[src/verilog/lsu_pkg.sv]
// Load/store unit package with sizing constants, access types and pipeline packets
package lsu_pkg;

   // ******************************************************************
   // Sizing
   // ******************************************************************
   localparam int XLEN                = 32;
   localparam logic [XLEN-1:0] DCCM_BASE = 32'hF004_0000;
   localparam int DCCM_INDEX_BITS     = 10;    // 1K words, 4 KiB
   localparam int DCCM_TAG_BITS       = 20;
   localparam int STBUF_DEPTH         = 4;
   localparam int STBUF_PTR_BITS      = 2;
   localparam int OFFSET_BITS         = 12;    // I/S-type immediate

   // ******************************************************************
   // Request and control
   // ******************************************************************
   typedef enum logic [1:0] {
      SIZE_BYTE = 2'd0,
      SIZE_HALF = 2'd1,
      SIZE_WORD = 2'd2
   } lsu_size_e;

   typedef struct packed {
      logic      valid;
      logic      load;
      logic      store;
      lsu_size_e size;
      logic      unsign;   // Zero-extend on load
   } lsu_ctl_t;

   typedef struct packed {
      lsu_ctl_t                ctl;
      logic [XLEN-1:0]         base;       // rs1
      logic [XLEN-1:0]         store_data; // rs2
      logic [OFFSET_BITS-1:0]  offset;
   } lsu_req_t;

   // Address word, raw or split into region tag, word index and byte lane
   typedef union packed {
      logic [XLEN-1:0] raw;
      struct packed {
         logic [DCCM_TAG_BITS-1:0]   tag;
         logic [DCCM_INDEX_BITS-1:0] index;
         logic [1:0]                 byte_off;
      } f;
   } lsu_addr_u;

   typedef struct packed {
      lsu_ctl_t        ctl;
      lsu_addr_u       addr;
      logic [3:0]      byteen;
      logic [XLEN-1:0] data;     // Store data already placed on its lanes
   } lsu_stage_t;

   // ******************************************************************
   // Store buffer, DCCM port and results
   // ******************************************************************
   typedef struct packed {
      logic [3:0]      hit;      // Per-byte forward valid
      logic [XLEN-1:0] data;
   } stbuf_fwd_t;

   typedef struct packed {
      logic                       rden;
      logic [DCCM_INDEX_BITS-1:0] rd_index;
      logic                       wren;
      logic [DCCM_INDEX_BITS-1:0] wr_index;
      logic [XLEN-1:0]            wr_data;
      logic [3:0]                 wr_byteen;
   } dccm_req_t;

   typedef struct packed {
      logic            valid;
      logic [XLEN-1:0] data;
   } lsu_result_t;

   typedef struct packed {
      logic            exc_valid;
      logic            is_store;
      logic            misaligned;  // Clear for a pure range error
      logic [XLEN-1:0] addr;
   } lsu_error_pkt_t;

endpackage
[src/verilog/lsu_top.sv]
// Load/store unit top level joining address generation, DCCM control and store buffer
`timescale 1ns/1ps

module lsu_top (
   input  logic                     clk,
   input  logic                     rst_n,
   input  lsu_pkg::lsu_req_t        req,
   input  logic [lsu_pkg::XLEN-1:0] dccm_rd_data,
   output lsu_pkg::dccm_req_t       dccm_req,
   output lsu_pkg::lsu_result_t     load_result,
   output lsu_pkg::lsu_error_pkt_t  error_pkt,
   output logic                     misaligned_pulse,
   output logic                     store_stall,
   output logic                     idle
);
   import lsu_pkg::*;

   lsu_stage_t                 dc1, dc2, dc3;
   lsu_error_pkt_t             err_dc1;
   stbuf_fwd_t                 fwd;
   logic                       wr_valid;
   logic [DCCM_INDEX_BITS-1:0] wr_index;
   logic [XLEN-1:0]            wr_data;
   logic [3:0]                 wr_byteen;
   logic                       stbuf_stall;
   logic                       stbuf_empty;

   // ******************************************************************
   // Pipeline
   // ******************************************************************
   lsu_addr_gen addr_gen_i (
      .clk     (clk),
      .rst_n   (rst_n),
      .req     (req),
      .dc1     (dc1),
      .err_dc1 (err_dc1)
   );

   lsu_dccm_ctl dccm_ctl_i (
      .clk              (clk),
      .rst_n            (rst_n),
      .dc1              (dc1),
      .err_dc1          (err_dc1),
      .fwd              (fwd),
      .wr_valid         (wr_valid),
      .wr_index         (wr_index),
      .wr_data          (wr_data),
      .wr_byteen        (wr_byteen),
      .dccm_rd_data     (dccm_rd_data),
      .dc2              (dc2),
      .dc3              (dc3),
      .dccm_req         (dccm_req),
      .load_result      (load_result),
      .error_pkt        (error_pkt),
      .misaligned_pulse (misaligned_pulse)
   );

   lsu_stbuf stbuf_i (
      .clk       (clk),
      .rst_n     (rst_n),
      .dc1       (dc1),
      .dc2       (dc2),
      .dc3       (dc3),
      .fwd       (fwd),
      .wr_valid  (wr_valid),
      .wr_index  (wr_index),
      .wr_data   (wr_data),
      .wr_byteen (wr_byteen),
      .stall     (stbuf_stall),
      .empty     (stbuf_empty)
   );

   // Stores only, loads keep flowing
   assign store_stall = stbuf_stall;

   // Nothing in flight and nothing left to write
   assign idle = ~(dc1.ctl.valid | dc2.ctl.valid | dc3.ctl.valid) & stbuf_empty;

endmodule

[src/verilog/lsu_dccm_ctl.sv]
// Load/store DCCM control, read issue, dc2/dc3 pipeline and load data alignment
`timescale 1ns/1ps

module lsu_dccm_ctl (
   input  logic                                clk,
   input  logic                                rst_n,
   input  lsu_pkg::lsu_stage_t                 dc1,
   input  lsu_pkg::lsu_error_pkt_t             err_dc1,
   input  lsu_pkg::stbuf_fwd_t                 fwd,
   input  logic                                wr_valid,
   input  logic [lsu_pkg::DCCM_INDEX_BITS-1:0] wr_index,
   input  logic [lsu_pkg::XLEN-1:0]            wr_data,
   input  logic [3:0]                          wr_byteen,
   input  logic [lsu_pkg::XLEN-1:0]            dccm_rd_data,
   output lsu_pkg::lsu_stage_t                 dc2,
   output lsu_pkg::lsu_stage_t                 dc3,
   output lsu_pkg::dccm_req_t                  dccm_req,
   output lsu_pkg::lsu_result_t                load_result,
   output lsu_pkg::lsu_error_pkt_t             error_pkt,
   output logic                                misaligned_pulse
);
   import lsu_pkg::*;

   lsu_stage_t      dc2_q, dc3_q;          // Stage payload
   logic            dc2_vld, dc3_vld;
   lsu_error_pkt_t  err_dc2, err_dc3;
   logic [XLEN-1:0] merged;
   logic [XLEN-1:0] shifted;
   logic [XLEN-1:0] ld_data_dc2;
   logic [XLEN-1:0] ld_data_dc3;

   // DCCM port, read straight from dc1 and write from the store buffer
   always_comb begin
      dccm_req.rden      = dc1.ctl.valid & dc1.ctl.load;
      dccm_req.rd_index  = dc1.addr.f.index;
      dccm_req.wren      = wr_valid;
      dccm_req.wr_index  = wr_index;
      dccm_req.wr_data   = wr_data;
      dccm_req.wr_byteen = wr_byteen;
   end

   // ******************************************************************
   // dc2 and dc3 registers
   // ******************************************************************
   always_ff @(posedge clk or negedge rst_n) begin
      if (!rst_n) begin
         dc2_vld <= 1'b0;
         dc3_vld <= 1'b0;
         err_dc2 <= '0;
         err_dc3 <= '0;
      end else begin
         dc2_vld <= dc1.ctl.valid;
         dc3_vld <= dc2_vld;
         err_dc2 <= err_dc1;
         err_dc3 <= err_dc2;
      end
   end

   always_ff @(posedge clk) begin
      if (dc1.ctl.valid) dc2_q <= dc1;
      if (dc2_vld) dc3_q <= dc2_q;
      if (dc2_vld) ld_data_dc3 <= ld_data_dc2;
   end

   always_comb begin
      dc2           = dc2_q;
      dc2.ctl.valid = dc2_vld;
      dc3           = dc3_q;
      dc3.ctl.valid = dc3_vld;
   end

   // ******************************************************************
   // Load data, forward merge then align and extend
   // ******************************************************************
   always_comb begin
      for (int b = 0; b < 4; b++) begin
         merged[8*b +: 8] = fwd.hit[b] ? fwd.data[8*b +: 8] : dccm_rd_data[8*b +: 8];
      end
      shifted = merged >> {dc2.addr.f.byte_off, 3'b000};
      case (dc2.ctl.size)
         SIZE_BYTE: ld_data_dc2 = {{(XLEN-8){~dc2.ctl.unsign & shifted[7]}}, shifted[7:0]};
         SIZE_HALF: ld_data_dc2 = {{(XLEN-16){~dc2.ctl.unsign & shifted[15]}}, shifted[15:0]};
         default:   ld_data_dc2 = shifted;
      endcase
   end

   assign load_result.valid = dc3.ctl.valid & dc3.ctl.load;
   assign load_result.data  = ld_data_dc3;

   assign error_pkt        = err_dc3;
   assign misaligned_pulse = err_dc3.exc_valid & err_dc3.misaligned;   // Perf count

   // Erroring requests are dropped in dc1 and must not return data
   a_err_no_load: assert property (@(posedge clk) disable iff (!rst_n)
      !(error_pkt.exc_valid && load_result.valid))
      else $error("Load result and access error in the same cycle");

endmodule

[src/verilog/lsu_stbuf.sv]
// Load/store unit store buffer with DCCM drain, byte forwarding and stall count
`timescale 1ns/1ps

module lsu_stbuf (
   input  logic                                clk,
   input  logic                                rst_n,
   input  lsu_pkg::lsu_stage_t                 dc1,
   input  lsu_pkg::lsu_stage_t                 dc2,
   input  lsu_pkg::lsu_stage_t                 dc3,
   output lsu_pkg::stbuf_fwd_t                 fwd,
   output logic                                wr_valid,
   output logic [lsu_pkg::DCCM_INDEX_BITS-1:0] wr_index,
   output logic [lsu_pkg::XLEN-1:0]            wr_data,
   output logic [3:0]                          wr_byteen,
   output logic                                stall,
   output logic                                empty
);
   import lsu_pkg::*;

   typedef struct packed {
      logic [DCCM_INDEX_BITS-1:0] index;
      logic [3:0]                 byteen;
      logic [XLEN-1:0]            data;
   } stbuf_entry_t;

   stbuf_entry_t               ent [STBUF_DEPTH];
   logic [STBUF_DEPTH-1:0]     vld;
   logic [STBUF_PTR_BITS-1:0]  head;     // Oldest entry
   logic [STBUF_PTR_BITS-1:0]  tail;     // Next free slot
   logic                       alloc;
   logic                       drain;
   logic                       full;
   logic [STBUF_PTR_BITS:0]    count;

   function automatic logic is_store(input lsu_stage_t s);
      return s.ctl.valid & s.ctl.store;
   endfunction

   // Lay newer bytes over what has been collected so far
   function automatic stbuf_fwd_t fwd_merge(input stbuf_fwd_t cur, input logic [3:0] be,
                                            input logic [XLEN-1:0] data);
      stbuf_fwd_t res;
      res = cur;
      for (int b = 0; b < 4; b++) begin
         if (be[b]) begin
            res.hit[b]         = 1'b1;
            res.data[8*b +: 8] = data[8*b +: 8];
         end
      end
      return res;
   endfunction

   assign alloc = is_store(dc3);
   assign full  = &vld;
   assign empty = ~|vld;

   // Hold the drain while dc1 reads, so the read sees either memory or the buffer
   assign drain = vld[head] & ~(dc1.ctl.valid & dc1.ctl.load);

   // ******************************************************************
   // Allocation and drain
   // ******************************************************************
   always_ff @(posedge clk or negedge rst_n) begin
      if (!rst_n) begin
         vld  <= '0;
         head <= '0;
         tail <= '0;
      end else begin
         if (alloc) begin
            vld[tail] <= 1'b1;
            tail      <= tail + 1'b1;
         end
         if (drain) begin
            vld[head] <= 1'b0;
            head      <= head + 1'b1;
         end
      end
   end

   always_ff @(posedge clk) begin
      if (alloc) begin
         ent[tail] <= '{index: dc3.addr.f.index, byteen: dc3.byteen, data: dc3.data};
      end
   end

   assign wr_valid  = drain;
   assign wr_index  = ent[head].index;
   assign wr_data   = ent[head].data;
   assign wr_byteen = ent[head].byteen;

   // ******************************************************************
   // Forwarding to the dc2 load, oldest first so the newest store wins
   // ******************************************************************
   always_comb begin : fwd_lookup
      logic [STBUF_PTR_BITS-1:0] ptr;
      fwd = '0;
      for (int i = 0; i < STBUF_DEPTH; i++) begin
         ptr = head + STBUF_PTR_BITS'(i);
         if (vld[ptr] && (ent[ptr].index == dc2.addr.f.index)) begin
            fwd = fwd_merge(fwd, ent[ptr].byteen, ent[ptr].data);
         end
      end
      if (is_store(dc3) && (dc3.addr.f.index == dc2.addr.f.index)) begin
         fwd = fwd_merge(fwd, dc3.byteen, dc3.data);   // Not yet allocated
      end
      if (!(dc2.ctl.valid && dc2.ctl.load)) begin
         fwd.hit = '0;
      end
   end

   // Buffered plus in-flight stores
   always_comb begin
      count = '0;
      for (int i = 0; i < STBUF_DEPTH; i++) begin
         count = count + {{STBUF_PTR_BITS{1'b0}}, vld[i]};
      end
      count = count + {{STBUF_PTR_BITS{1'b0}}, is_store(dc1)};
      count = count + {{STBUF_PTR_BITS{1'b0}}, is_store(dc2)};
      count = count + {{STBUF_PTR_BITS{1'b0}}, is_store(dc3)};
   end

   assign stall = (int'(count) >= STBUF_DEPTH - 1);   // One slot kept for a late store

   a_no_alloc_full: assert property (@(posedge clk) disable iff (!rst_n)
      alloc |-> !full)
      else $error("Store buffer allocation while full");

endmodule

[src/verilog/lsu_addr_gen.sv]
// Load/store dc1 stage, address generation with DCCM region and alignment checks
`timescale 1ns/1ps

module lsu_addr_gen (
   input  logic                    clk,
   input  logic                    rst_n,
   input  lsu_pkg::lsu_req_t       req,
   output lsu_pkg::lsu_stage_t     dc1,
   output lsu_pkg::lsu_error_pkt_t err_dc1
);
   import lsu_pkg::*;

   lsu_req_t   req_q;      // Request payload
   logic       req_vld;
   lsu_addr_u  addr;
   logic       in_dccm;
   logic       misaligned;
   logic       access;
   logic       err;
   logic [3:0] byteen;
   logic [XLEN-1:0] st_data;

   // ******************************************************************
   // Request register
   // ******************************************************************
   always_ff @(posedge clk or negedge rst_n) begin
      if (!rst_n) begin
         req_vld <= 1'b0;
      end else begin
         req_vld <= req.ctl.valid;
      end
   end

   always_ff @(posedge clk) begin
      req_q <= req;
   end

   // ******************************************************************
   // Address and checks
   // ******************************************************************
   assign addr.raw = req_q.base +
                     {{(XLEN-OFFSET_BITS){req_q.offset[OFFSET_BITS-1]}}, req_q.offset};

   assign in_dccm = (addr.f.tag == DCCM_BASE[XLEN-1 -: DCCM_TAG_BITS]);

   assign misaligned = ((req_q.ctl.size == SIZE_HALF) & addr.f.byte_off[0]) |
                       ((req_q.ctl.size == SIZE_WORD) & (|addr.f.byte_off));

   assign access = req_vld & (req_q.ctl.load | req_q.ctl.store);
   assign err    = access & (misaligned | ~in_dccm);

   // Byte lanes touched and store data replicated across them
   always_comb begin
      case (req_q.ctl.size)
         SIZE_BYTE: begin
            byteen  = 4'b0001 << addr.f.byte_off;
            st_data = {4{req_q.store_data[7:0]}};
         end
         SIZE_HALF: begin
            byteen  = 4'b0011 << addr.f.byte_off;
            st_data = {2{req_q.store_data[15:0]}};
         end
         default: begin
            byteen  = 4'b1111;
            st_data = req_q.store_data;
         end
      endcase
   end

   always_comb begin
      dc1           = '0;
      dc1.ctl       = req_q.ctl;
      dc1.ctl.valid = access & ~err;   // Errors never reach memory
      dc1.addr      = addr;
      dc1.byteen    = byteen;
      dc1.data      = st_data;
   end

   always_comb begin
      err_dc1.exc_valid  = err;
      err_dc1.is_store   = req_q.ctl.store;
      err_dc1.misaligned = misaligned;
      err_dc1.addr       = addr.raw;
   end

   // Requester contract, one access kind per strobe
   a_req_onehot: assert property (@(posedge clk) disable iff (!rst_n)
      req.ctl.valid |-> (req.ctl.load ^ req.ctl.store))
      else $error("LSU request with load and store both set or both clear");

endmodule

[config.mk]
export PLATFORM = sky130hd
export DESIGN_NAME = lsu_top
export DESIGN_NICKNAME = d
export VERILOG_FILES = /design/src/verilog/lsu_pkg.sv /design/src/verilog/lsu_top.sv /design/src/verilog/lsu_dccm_ctl.sv /design/src/verilog/lsu_stbuf.sv /design/src/verilog/lsu_addr_gen.sv
export SDC_FILE = /design/constraint.sdc
export NUM_CORES = 1
export LEC_CHECK = 0
export BUFFER_PORTS_ARGS = -buffer_cell sky130_fd_sc_hd__clkbuf_2
export CORE_MARGIN = 2
export CORE_UTILIZATION = 50
export DETAILED_ROUTE_END_ITERATION = 8
export HOLD_SLACK_MARGIN = 0.15
export PLACE_DENSITY = 0.68
export REMOVE_ABC_BUFFERS = 1
export SETUP_SLACK_MARGIN = 0.05
export SLEW_MARGIN = 20
export SYNTH_ARGS = -nofsm -noshare
export SYNTH_HDL_FRONTEND = slang
export SYNTH_SLANG_ARGS = --single-unit
[constraint.sdc]
create_clock -name clk -period 12.15 [get_ports clk]
set_input_delay 0.6075 -clock clk [delete_from_list [all_inputs] [get_ports clk]]
set_output_delay 0.6075 -clock clk [all_outputs]
set_load 0.01 [all_outputs]
==> results of run 1 <==
==> sequential cells by signal, summed over array words and instances, names as in the netlist, 5 cells and up <==
| name | flops |
|---|---|
| dccm_ctl_i.error_pkt | 35 |
| addr_gen_i.dc1 | 5 |
| dccm_ctl_i.dc2 | 53 |
| dccm_ctl_i.ld_data_dc3 | 32 |
| dccm_ctl_i.dc3 | 48 |
| addr_gen_i.req_q | 76 |
| dccm_ctl_i.err_dc2 | 35 |
| stbuf_i.ent | 184 |
==> cell families (layout without fill, tap and decap cells) <==
kind of cell,Yosys count,count (layout),synth area share
flops,479,479,0.539
simple gates,378,378,0.0804
buf+inv,164,494,0.0359
mux,244,244,0.184
xor+xnor,87,87,0.0312
compound gates,342,342,0.103
fa+ha+maj,47,47,0.0253
==> worst paths after layout <==
path,to,slack [ns],cells after the start
setup / recovery,dccm_ctl_i.ld_data_dc3[20]$_DFFE_PP_,5.47,12
hold / removal,dccm_ctl_i.error_pkt[13]$_DFF_PN0_,0.35,0
setup reg to reg,dccm_ctl_i.ld_data_dc3[20]$_DFFE_PP_,5.47,12
hold reg to reg,dccm_ctl_i.error_pkt[13]$_DFF_PN0_,0.35,0
max in group asynchronous,stbuf_i.head[1]$_DFFE_PN0N_,10.94,2
min in group asynchronous,dccm_ctl_i.err_dc2[24]$_DFF_PN0_,0.63,2
==> power groups by stage <==
stage / logic, mW / clock network, mW / registers (mW)
floorplan: 0.112 / 0 / 1.85
global placement: 0.224 / 0 / 1.84
detailed placement: 0.225 / 0 / 1.84
CTS: 0.248 / 1.50 / 1.81
global route: 0.270 / 1.57 / 1.81
finish: 0.250 / 1.48 / 1.81
==> Yosys cell counts (39+ instances only) <==
cell type	count	area [sq um]
edfxtp_1	317	9520
mux4_2	162	3650
nand2_1	99	372
dfrtp_1	81	2030
dfxtp_1	81	1620
nor2_1	72	270
xnor2_1	62	543
inv_1	59	221
a21oi_1	58	290
mux2i_1	57	571
o21ai_0	50	250
nand3_1	46	230
ha_1	43	538
clkbuf_1	39	146
==> routing by layer <==
metal  vias to the layer above  track usage  routed length (um)
met4                         0       0.0780                1760
met5                         -            0                   0
met3                       110       0.0587                5730
met2                       824        0.412               31600
li1                       7465            -                   -
met1                      8623        0.360               26700
==> layout make-up <==
class                      count  area share
clock buffer                  70      0.0505
sequential                   479       0.465
timing repair buffer         342      0.0767
inverter                      60     0.00794
clock inverter                22     0.00596
tap                          615      0.0271
multi-input combinational   1098       0.367
==> worst max-delay path: stages, from the launching register on <==
cell and delay [ns]:
dfrtp_4 1.08, inv_2 0.40, ha_4 0.90, mux2i_1 0.29, xnor2_1 0.08, or4_4 0.51
a211oi_4 0.67, nand4_2 0.34, a41oi_2 0.72, o221ai_1 0.26, nand2_1 0.14, a221o_1 0.66
o221ai_1 0.26
==> timing repair <==
| action | in CTS | in global routing |
|---|---|---|
| hold buffers | 82 | 1 |
| gates resized for setup | 0 | 0 |
| endpoints found under the hold margin | 82 | 81 |
==> key figures, run 1 <==
Final layout
  – Synthesis-to-layout area growth: 16.2%
  – Antenna Cells: 0
  – Multi-input gate area: 0.0104 sq mm
  – Layout cells sized above 1: 0.277
  – Layout Cells excl Fill: 2686
  – Finished Core Util: 0.592
  – Final Cell Area: 0.0284 sq mm
  – Commonest non-fill, non-tap cell in the layout: edfxtp_1
  – Layout fillers: 3687
  – Reg area: 0.0132 sq mm
  – Commonest non-fill, non-tap cells in the layout: edfxtp_1 (317), clkbuf_2 (243), mux4_2 (162), nand2_1 (99), dlygate4sd3_1 (83)
  – Layout net count: 2193

Critical path
  – Kind of start point of the critical path: flip-flop
  – Setup CP Type: reg -> reg
  – Required time worst endpoint: 12.44 ns
  – Worst setup EP type: flip-flop
  – CP Max Fanout: 66
  – Crit path DAT: 6.97 ns
  – Worst R2R Start: stbuf_i.head[0]$_DFFE_PN0N_
  – CP Launch Point: stbuf_i.head[0]$_DFFE_PN0N_

Die
  – Die height: 225 um
  – Core Area: 0.0479 sq mm
  – Die ar.: 0.0506 sq mm
  – Starting density of the core: 0.509
  – # IOs: 245
  – Rows: 80
  – DIE WIDTH: 225 um

Global route
  – Vias in the first global route: 16500
  – Initial antenna violation count: 0
  – First-pass GRT wire length: 99000 um
  – Global-route total usage across every layer: 0.259
  – GRT overflow: 0
  – Largest net degree at the start of global routing: 82

Timing
  – RSZ-0062 raised after global routing: no
  – Fin crit share: 0.550
  – Worst-margin pin slew: 0.990 ns
  – F_max: 150 MHz
  – Final slew viol count: 0
  – Clock Skews: 0.0248 ns
  – Hold Fails Final Rpt: 0
  – Tmin final: 6.68 ns
  – Worst hold slack: 0.348 ns
  – Setup TNS: 0 ns
  – Rel. slew slack: 0.334
  – Setup Viol. Count Final: 0
  – Fin worst setup slack: 5.47 ns

Synth
  – Post-synthesis cell area: 0.0244 sq mm
  – Avg Inst Size Synth: 14.0 sq um
  – Mapped Cells: 1741
  – YS warnings: 0
  – #FFs+latches synth: 479
  – Primary FF master, synth: edfxtp_1
  – Unique cell type count in the Yosys netlist: 98
  – Seq/Total Area, Yosys: 0.539
  – Number of synthesized flops with an enable pin: 317
  – Async SR Flop Fraction: 0.169

Power
  – Clk pwr share: 0.418
  – Switching Fraction: 0.225
  – PD cells: 125 mW/mm^2
  – Lkg Pwr: 10.1 nW
  – Comb pwr share: 0.071
  – Worst IR Drop VDD: 0.103 mV
  – P_sw: 794 uW
  – Reg power frac: 0.511
  – Internal Dissipation: 2.74 mW
  – Total power: 3.54 mW

Placement
  – Place WS: 5.55 ns
  – DP Cell Count: 2511
  – Final HPWL DP: 45800 um
  – GP Congestion: 0.911
  – I/O Buffers: 244
  – Placed Area: 0.0259 sq mm

Route
  – Drt pass-1 iters: 6
  – Final wirelength: 65800 um
  – Wirelength per Cell: 24.5 um
  – Remaining DRCs: 0
  – Vias per cell: 6.34
  – Post-route antenna net violation count: 0
  – Starting DRT DRC Count: 1676
  – Via count: 17022

Clock network
  – CTS Sinks: 479
  – Clk slew on worst S/H paths: 0.07 ns
  – Worst-skew pair later-pin latency: 0.60 ns
  – CTS root buf: clkbuf_16
  – Worst-case clock buffer depth: 3
  – H-tree depth: 2
  – CTS tree: yes
  – CTS Buf Count: 49
  – # Post-CTS Setup Buffers: 0

Hold path
  – Hold Path Class: reg -> reg
  – Worst hold start: dccm_ctl_i.err_dc2[13]$_DFF_PN0_

Run status
  – Outcome: finished clean

Job
  – MaxCap Viol Count: 0
Note: power is estimated with default switching activity, not from simulation.
==> inputs of run 2 (changes only) <==
==> constraint.sdc (replaced) <==
create_clock -name clk -period 6.35 [get_ports clk]
set_input_delay 0.3175 -clock clk [delete_from_list [all_inputs] [get_ports clk]]
set_output_delay 0.3175 -clock clk [all_outputs]
set_load 0.01 [all_outputs]
==> key figures, run 2 (synthesized netlist as in run 1, its figures left out) <==
Timing
  – Worst hold slack: 0.212 ns
  – F_max: 176 MHz
  – Final slew viol count: 0
  – Setup Viol. Count Final: 0
  – Tmin final: 5.67 ns
  – Clock Skews: 0.0180 ns
  – Fin worst setup slack: 0.680 ns
  – Rel. slew slack: 0.319
  – Hold Fails Final Rpt: 0
  – Fin crit share: 0.893
  – Worst-margin pin slew: 0.995 ns
  – RSZ-0062 raised after global routing: no

Route
  – Via count: 17072
  – Final wirelength: 66300 um
  – Starting DRT DRC Count: 1727
  – Post-route antenna net violation count: 0
  – Remaining DRCs: 0
  – Wirelength per Cell: 24.6 um
  – Vias per cell: 6.34
  – Drt pass-1 iters: 6

Global route
  – GRT overflow: 0
  – Largest net degree at the start of global routing: 83
  – Initial antenna violation count: 0
  – Global-route total usage across every layer: 0.261
  – First-pass GRT wire length: 99300 um
  – Vias in the first global route: 16584

Critical path
  – CP max stage delay: 0.68 ns
  – Crit path DAT: 5.35 ns
  – CP Cell Sequence: buf_4, ha_1, inv_1, o21bai_1, a21oi_1, o21ai_0, a221oi_1, a21o_1, nand2_1, o311ai_0, nand2_1, nor4_2, and2_1, ha_1, fa_1, nand2_1, nand2_1, clkbuf_2
  – CP most frequent cell: nand2_1
  – CP Max Fanout: 12
  – Worst setup EP type: primary output
  – CP Buf/Inv Count: 3
  – Kind of start point of the critical path: flip-flop
  – Setup CP Type: reg -> out
  – CP max-delay cell: dfxtp_1
  – CP delay by family, top: compound AO/OA/AOI/OAI gates
  – Required time worst endpoint: 6.03 ns

Die
  – Starting density of the core: 0.509
  – Die ar.: 0.0506 sq mm
  – # IOs: 245
  – DIE WIDTH: 225 um
  – Core Area: 0.0479 sq mm
  – Die height: 225 um
  – Rows: 80

Final layout
  – Layout Cells excl Fill: 2692
  – Max FFs per register: 184
  – Layout cells sized above 1: 0.282
  – Commonest non-fill, non-tap cell in the layout: edfxtp_1
  – Synthesis-to-layout area growth: 16.7%
  – Layout net count: 2201
  – Commonest non-fill, non-tap cells in the layout: edfxtp_1 (317), clkbuf_2 (243), mux4_2 (162), nand2_1 (99), dlygate4sd3_1 (85)
  – Register with the most flip-flops: stbuf_i.ent

Power
  – Total power: 6.81 mW
  – Worst IR Drop VDD: 0.244 mV
  – PD cells: 239 mW/mm^2
  – Lkg Pwr: 10.2 nW

Clock network
  – Clk slew on worst S/H paths: 0.06 ns
  – CTS tree: yes
  – Worst-case clock buffer depth: 3
  – H-tree depth: 2
  – CTS Buf Count: 50
  – CTS Sinks: 479
  – Worst-skew pair later-pin latency: 0.60 ns
  – CTS resizes: 0
  – CTS root buf: clkbuf_16

Job
  – MaxCap Viol Count: 0

Run status
  – Outcome: finished clean

Placement
  – Place WS: 0.946 ns
  – GP Congestion: 0.916
  – I/O Buffers: 244
  – DP Cell Count: 2516
  – Final HPWL DP: 46500 um

Hold path
  – Hold Path Class: in -> reg
[run 2: changes by cell type in the layout (fill, tap and decap cells not counted), sizes merged]
cell         delta
buf             +5
clkbuf          -2
dlygate4sd3     +2
clkinv          -1
clkinvlp        +1
diode           +1
[run 2: final timing paths]
path | slack, ns | to | start | cells past startpoint
max | 0.68 | store_stall | addr_gen_i.req_q[11]$_DFF_P_ | 18
min | 0.21 | dccm_ctl_i.ld_data_dc3[26]$_DFFE_PP_ | dccm_rd_data[26] | 3
max reg2reg | 0.84 | dccm_ctl_i.ld_data_dc3[21]$_DFFE_PP_ | stbuf_i.head[0]$_DFFE_PN0N_ | 14
min reg2reg | 0.35 | dccm_ctl_i.error_pkt[17]$_DFF_PN0_ | dccm_ctl_i.err_dc2[17]$_DFF_PN0_ | 0
max in group asynchronous | 5.41 | dccm_ctl_i.dc2_vld$_DFF_PN0_ | rst_n | 2
min in group asynchronous | 0.35 | dccm_ctl_i.error_pkt[21]$_DFF_PN0_ | rst_n | 2
[run 2: metal layers]
| layer | routed length, um | global-route usage | vias up |
|---|---|---|---|
| li1 | - | - | 7476 |
| met2 | 32100 | 0.420 | 847 |
| met3 | 5490 | 0.0378 | 126 |
| met4 | 1930 | 0.0899 | 0 |
| met5 | 0 | 0 | - |
| met1 | 26800 | 0.367 | 8623 |
[run 2: per-stage QoR]
| stage | util | cell area, sq um | TNS (ns) |
|---|---|---|---|
| 2_1_floorplan | - | 23800 | -401.82 |
| 3_3_place_gp | 0.542 | 26000 | 0 |
| 3_5_place_dp | 0.542 | 26000 | 0 |
| 4_1_cts | 0.594 | 28500 | 0 |
| 5_1_grt | 0.594 | 28500 | 0 |
| 6_report | 0.594 | 28500 | 0 |
[run 2: where the power goes]
group          internal (mW)  leakage [nW]  switching [mW]
Clock                   1.67         0.811            1.21
Sequential              3.42          4.51          0.0405
Combinational          0.206          4.88           0.267
[run 2: what timing repair did]
action	in CTS	in global routing
endpoints found under the setup margin	0	0
buffers inserted	0	0
hold buffers	85	0
hold endpoints to repair	165	0
[run 2: layout make-up]
cell class	instances	area, sq um
well taps	615	769
flip-flops and latches	479	13200
multi-input cells	1098	10400
clock buffers	68	1480
fillers	3731	19500
repair buffers	349	2240
inverters	60	225
clock inverters	22	173
diodes	1	2.50
[run 2: worst register-to-register path, cell delays in order (launching register included)]
cell	delay, ns
dfrtp_4	0.85
inv_2	0.13
ha_4	0.72
mux2i_1	0.35
xnor2_1	0.10
or4_4	0.51
a211oi_4	0.63
nand4_2	0.52
a31oi_1	0.33
o221ai_1	0.16
o211a_1	0.19
a21oi_1	0.16
a221o_1	0.17
buf_4	0.25
o221ai_1	0.15
==> inputs of run 3 (changes only) <==
--- a/config.mk
+++ b/config.mk
@@ -6,7 +6,6 @@
 export NUM_CORES = 1
 export LEC_CHECK = 0
 export BUFFER_PORTS_ARGS = -buffer_cell sky130_fd_sc_hd__clkbuf_2
-export CORE_MARGIN = 2
 export CORE_UTILIZATION = 50
 export DETAILED_ROUTE_END_ITERATION = 8
 export HOLD_SLACK_MARGIN = 0.15
==> key figures, run 3 (synthesized netlist as in run 1, its figures left out) <==
Placement
  – GP Congestion: 0.911
  – Placed Area: 0.0260 sq mm
  – DP Cell Count: 2516
  – I/O Buffers: 244
  – Final HPWL DP: 46800 um

Die
  – Core Area: 0.0479 sq mm
  – Starting density of the core: 0.509
  – # IOs: 245
  – Rows: 80
  – DIE WIDTH: 223 um
  – Die ar.: 0.0497 sq mm
  – Die height: 223 um

Clock network
  – CTS root buf: clkbuf_16
  – CTS resizes: 0
  – Worst-skew pair later-pin latency: 0.61 ns
  – CTS Sinks: 479
  – CTS tree: yes
  – Worst-case clock buffer depth: 3
  – # hold bufs at CTS: 84
  – H-tree depth: 2
  – Clk slew on worst S/H paths: 0.06 ns
  – # Post-CTS Setup Buffers: 0
  – CTS Buf Count: 50

Final layout
  – Synthesis-to-layout area growth: 16.5%
  – Register with the most flip-flops: stbuf_i.ent
  – Antenna Cells: 0
  – Layout net count: 2201
  – Layout cells sized above 1: 0.279
  – Layout Cells excl Fill: 2693
  – Max FFs per register: 184
  – Commonest non-fill, non-tap cells in the layout: edfxtp_1 (317), clkbuf_2 (243), mux4_2 (162), nand2_1 (99), dlygate4sd3_1 (84)
  – Final Cell Area: 0.0284 sq mm
  – Commonest non-fill, non-tap cell in the layout: edfxtp_1

Critical path
  – Required time worst endpoint: 6.03 ns
  – CP Max Fanout: 8
  – Setup CP Type: reg -> out
  – Kind of start point of the critical path: flip-flop
  – Worst setup EP type: primary output
  – Crit path DAT: 5.30 ns

Power
  – Total power: 6.80 mW
  – PD cells: 239 mW/mm^2
  – Lkg Pwr: 10.2 nW
  – Worst IR Drop VDD: 0.216 mV

Global route
  – GRT met3 Usage: 0.0425
  – Gr busiest metal: met2
  – Largest net degree at the start of global routing: 130
  – Vias in the first global route: 16543
  – Global-route total usage across every layer: 0.267
  – GRT overflow: 0
  – Initial antenna violation count: 0
  – GR Layer Usage met1: 0.368
  – First-pass GRT wire length: 99600 um
  – Met2 Use GR: 0.433

Run status
  – Outcome: finished clean

Timing
  – Tmin final: 5.62 ns
  – F_max: 178 MHz
  – Rel. slew slack: 0.265
  – Worst-margin pin slew: 1.09 ns
  – RSZ-0062 raised after global routing: no
  – Hold Fails Final Rpt: 0
  – Clock Skews: 0.0200 ns
  – Fin crit share: 0.884
  – Setup Viol. Count Final: 0
  – Final slew viol count: 0
  – Setup TNS: 0 ns

Route
  – Starting DRT DRC Count: 1550
  – Via count: 16895
  – Post-route antenna net violation count: 0
  – Vias per cell: 6.27
  – Remaining DRCs: 0
  – Wirelength per Cell: 24.9 um
  – Drt pass-1 iters: 5
  – Final wirelength: 67100 um

Job
  – MaxCap Viol Count: 0

Hold path
  – Hold Path Class: in -> async
run 3: changes by cell type in the layout (fill, tap and decap cells not counted), moves of 3 or more:
cell       delta
clkbuf_16     -3
clkinv_1      +4
clkinv_2      -3
inv_6         +3
run 3: stage by stage:
stage,utilization,worst slack (ns),hold WS (ns)
detailed placement,0.542,0.931,0.335
floorplan,-,-7.13,0.0219
CTS,0.593,0.705,0.172
global route,0.593,0.278,0.199
finish,0.593,0.735,0.215
global placement,0.542,1.08,0.331
run 3: critical path, cell delays in order (launching register included):
cell and delay [ns]:
dfxtp_1 0.43, ha_1 0.43, and2_1 0.21, and3_1 0.21, nand3_1 0.09, o21a_1 0.30
o31ai_1 0.67, a31oi_1 0.20, xnor2_1 0.19, nor4_1 0.30, nand4b_1 0.25, nor4_2 0.35
and2_1 0.20, ha_1 0.17, fa_1 0.42, nand2_1 0.07, nand2_1 0.05, clkbuf_2 0.14
run 3: routing by layer:
metal	share of wire	up-vias
met2	0.48	758
met1	0.42	8529
met4	0.030	0
met5	0	-
li1	-	7478
met3	0.072	130
run 3: layout make-up:
type | count | area, sq um
inverter | 60 | 225
timing repair buffer | 349 | 2250
multi-input combinational | 1098 | 10400
clock inverter | 23 | 176
clock buffer | 69 | 1440
tap | 615 | 769
sequential | 479 | 13200
fill | 3745 | 19500
run 3: report_power, final:
part           internal, mW  switching [mW]  total, mW
Sequential             3.42          0.0406       3.46
Clock                  1.63            1.23       2.86
Combinational         0.207           0.270      0.477
Total                  5.26            1.54       6.80
run 3: path summary, 6_finish.rpt:
path,end,from,cells after the start,slack (ns)
setup / recovery,store_stall,addr_gen_i.req_q[11]$_DFF_P_,17,0.73
hold / removal,dccm_ctl_i.err_dc2[17]$_DFF_PN0_,rst_n,2,0.22
setup reg to reg,dccm_ctl_i.ld_data_dc3[20]$_DFFE_PP_,stbuf_i.head[0]$_DFFE_PN0N_,10,0.96
hold reg to reg,dccm_ctl_i.error_pkt[14]$_DFF_PN0_,dccm_ctl_i.err_dc2[14]$_DFF_PN0_,0,0.34
max in group asynchronous,stbuf_i.head[1]$_DFFE_PN0N_,rst_n,3,5.51
min in group clk,dccm_ctl_i.ld_data_dc3[24]$_DFFE_PP_,dccm_rd_data[24],3,0.22
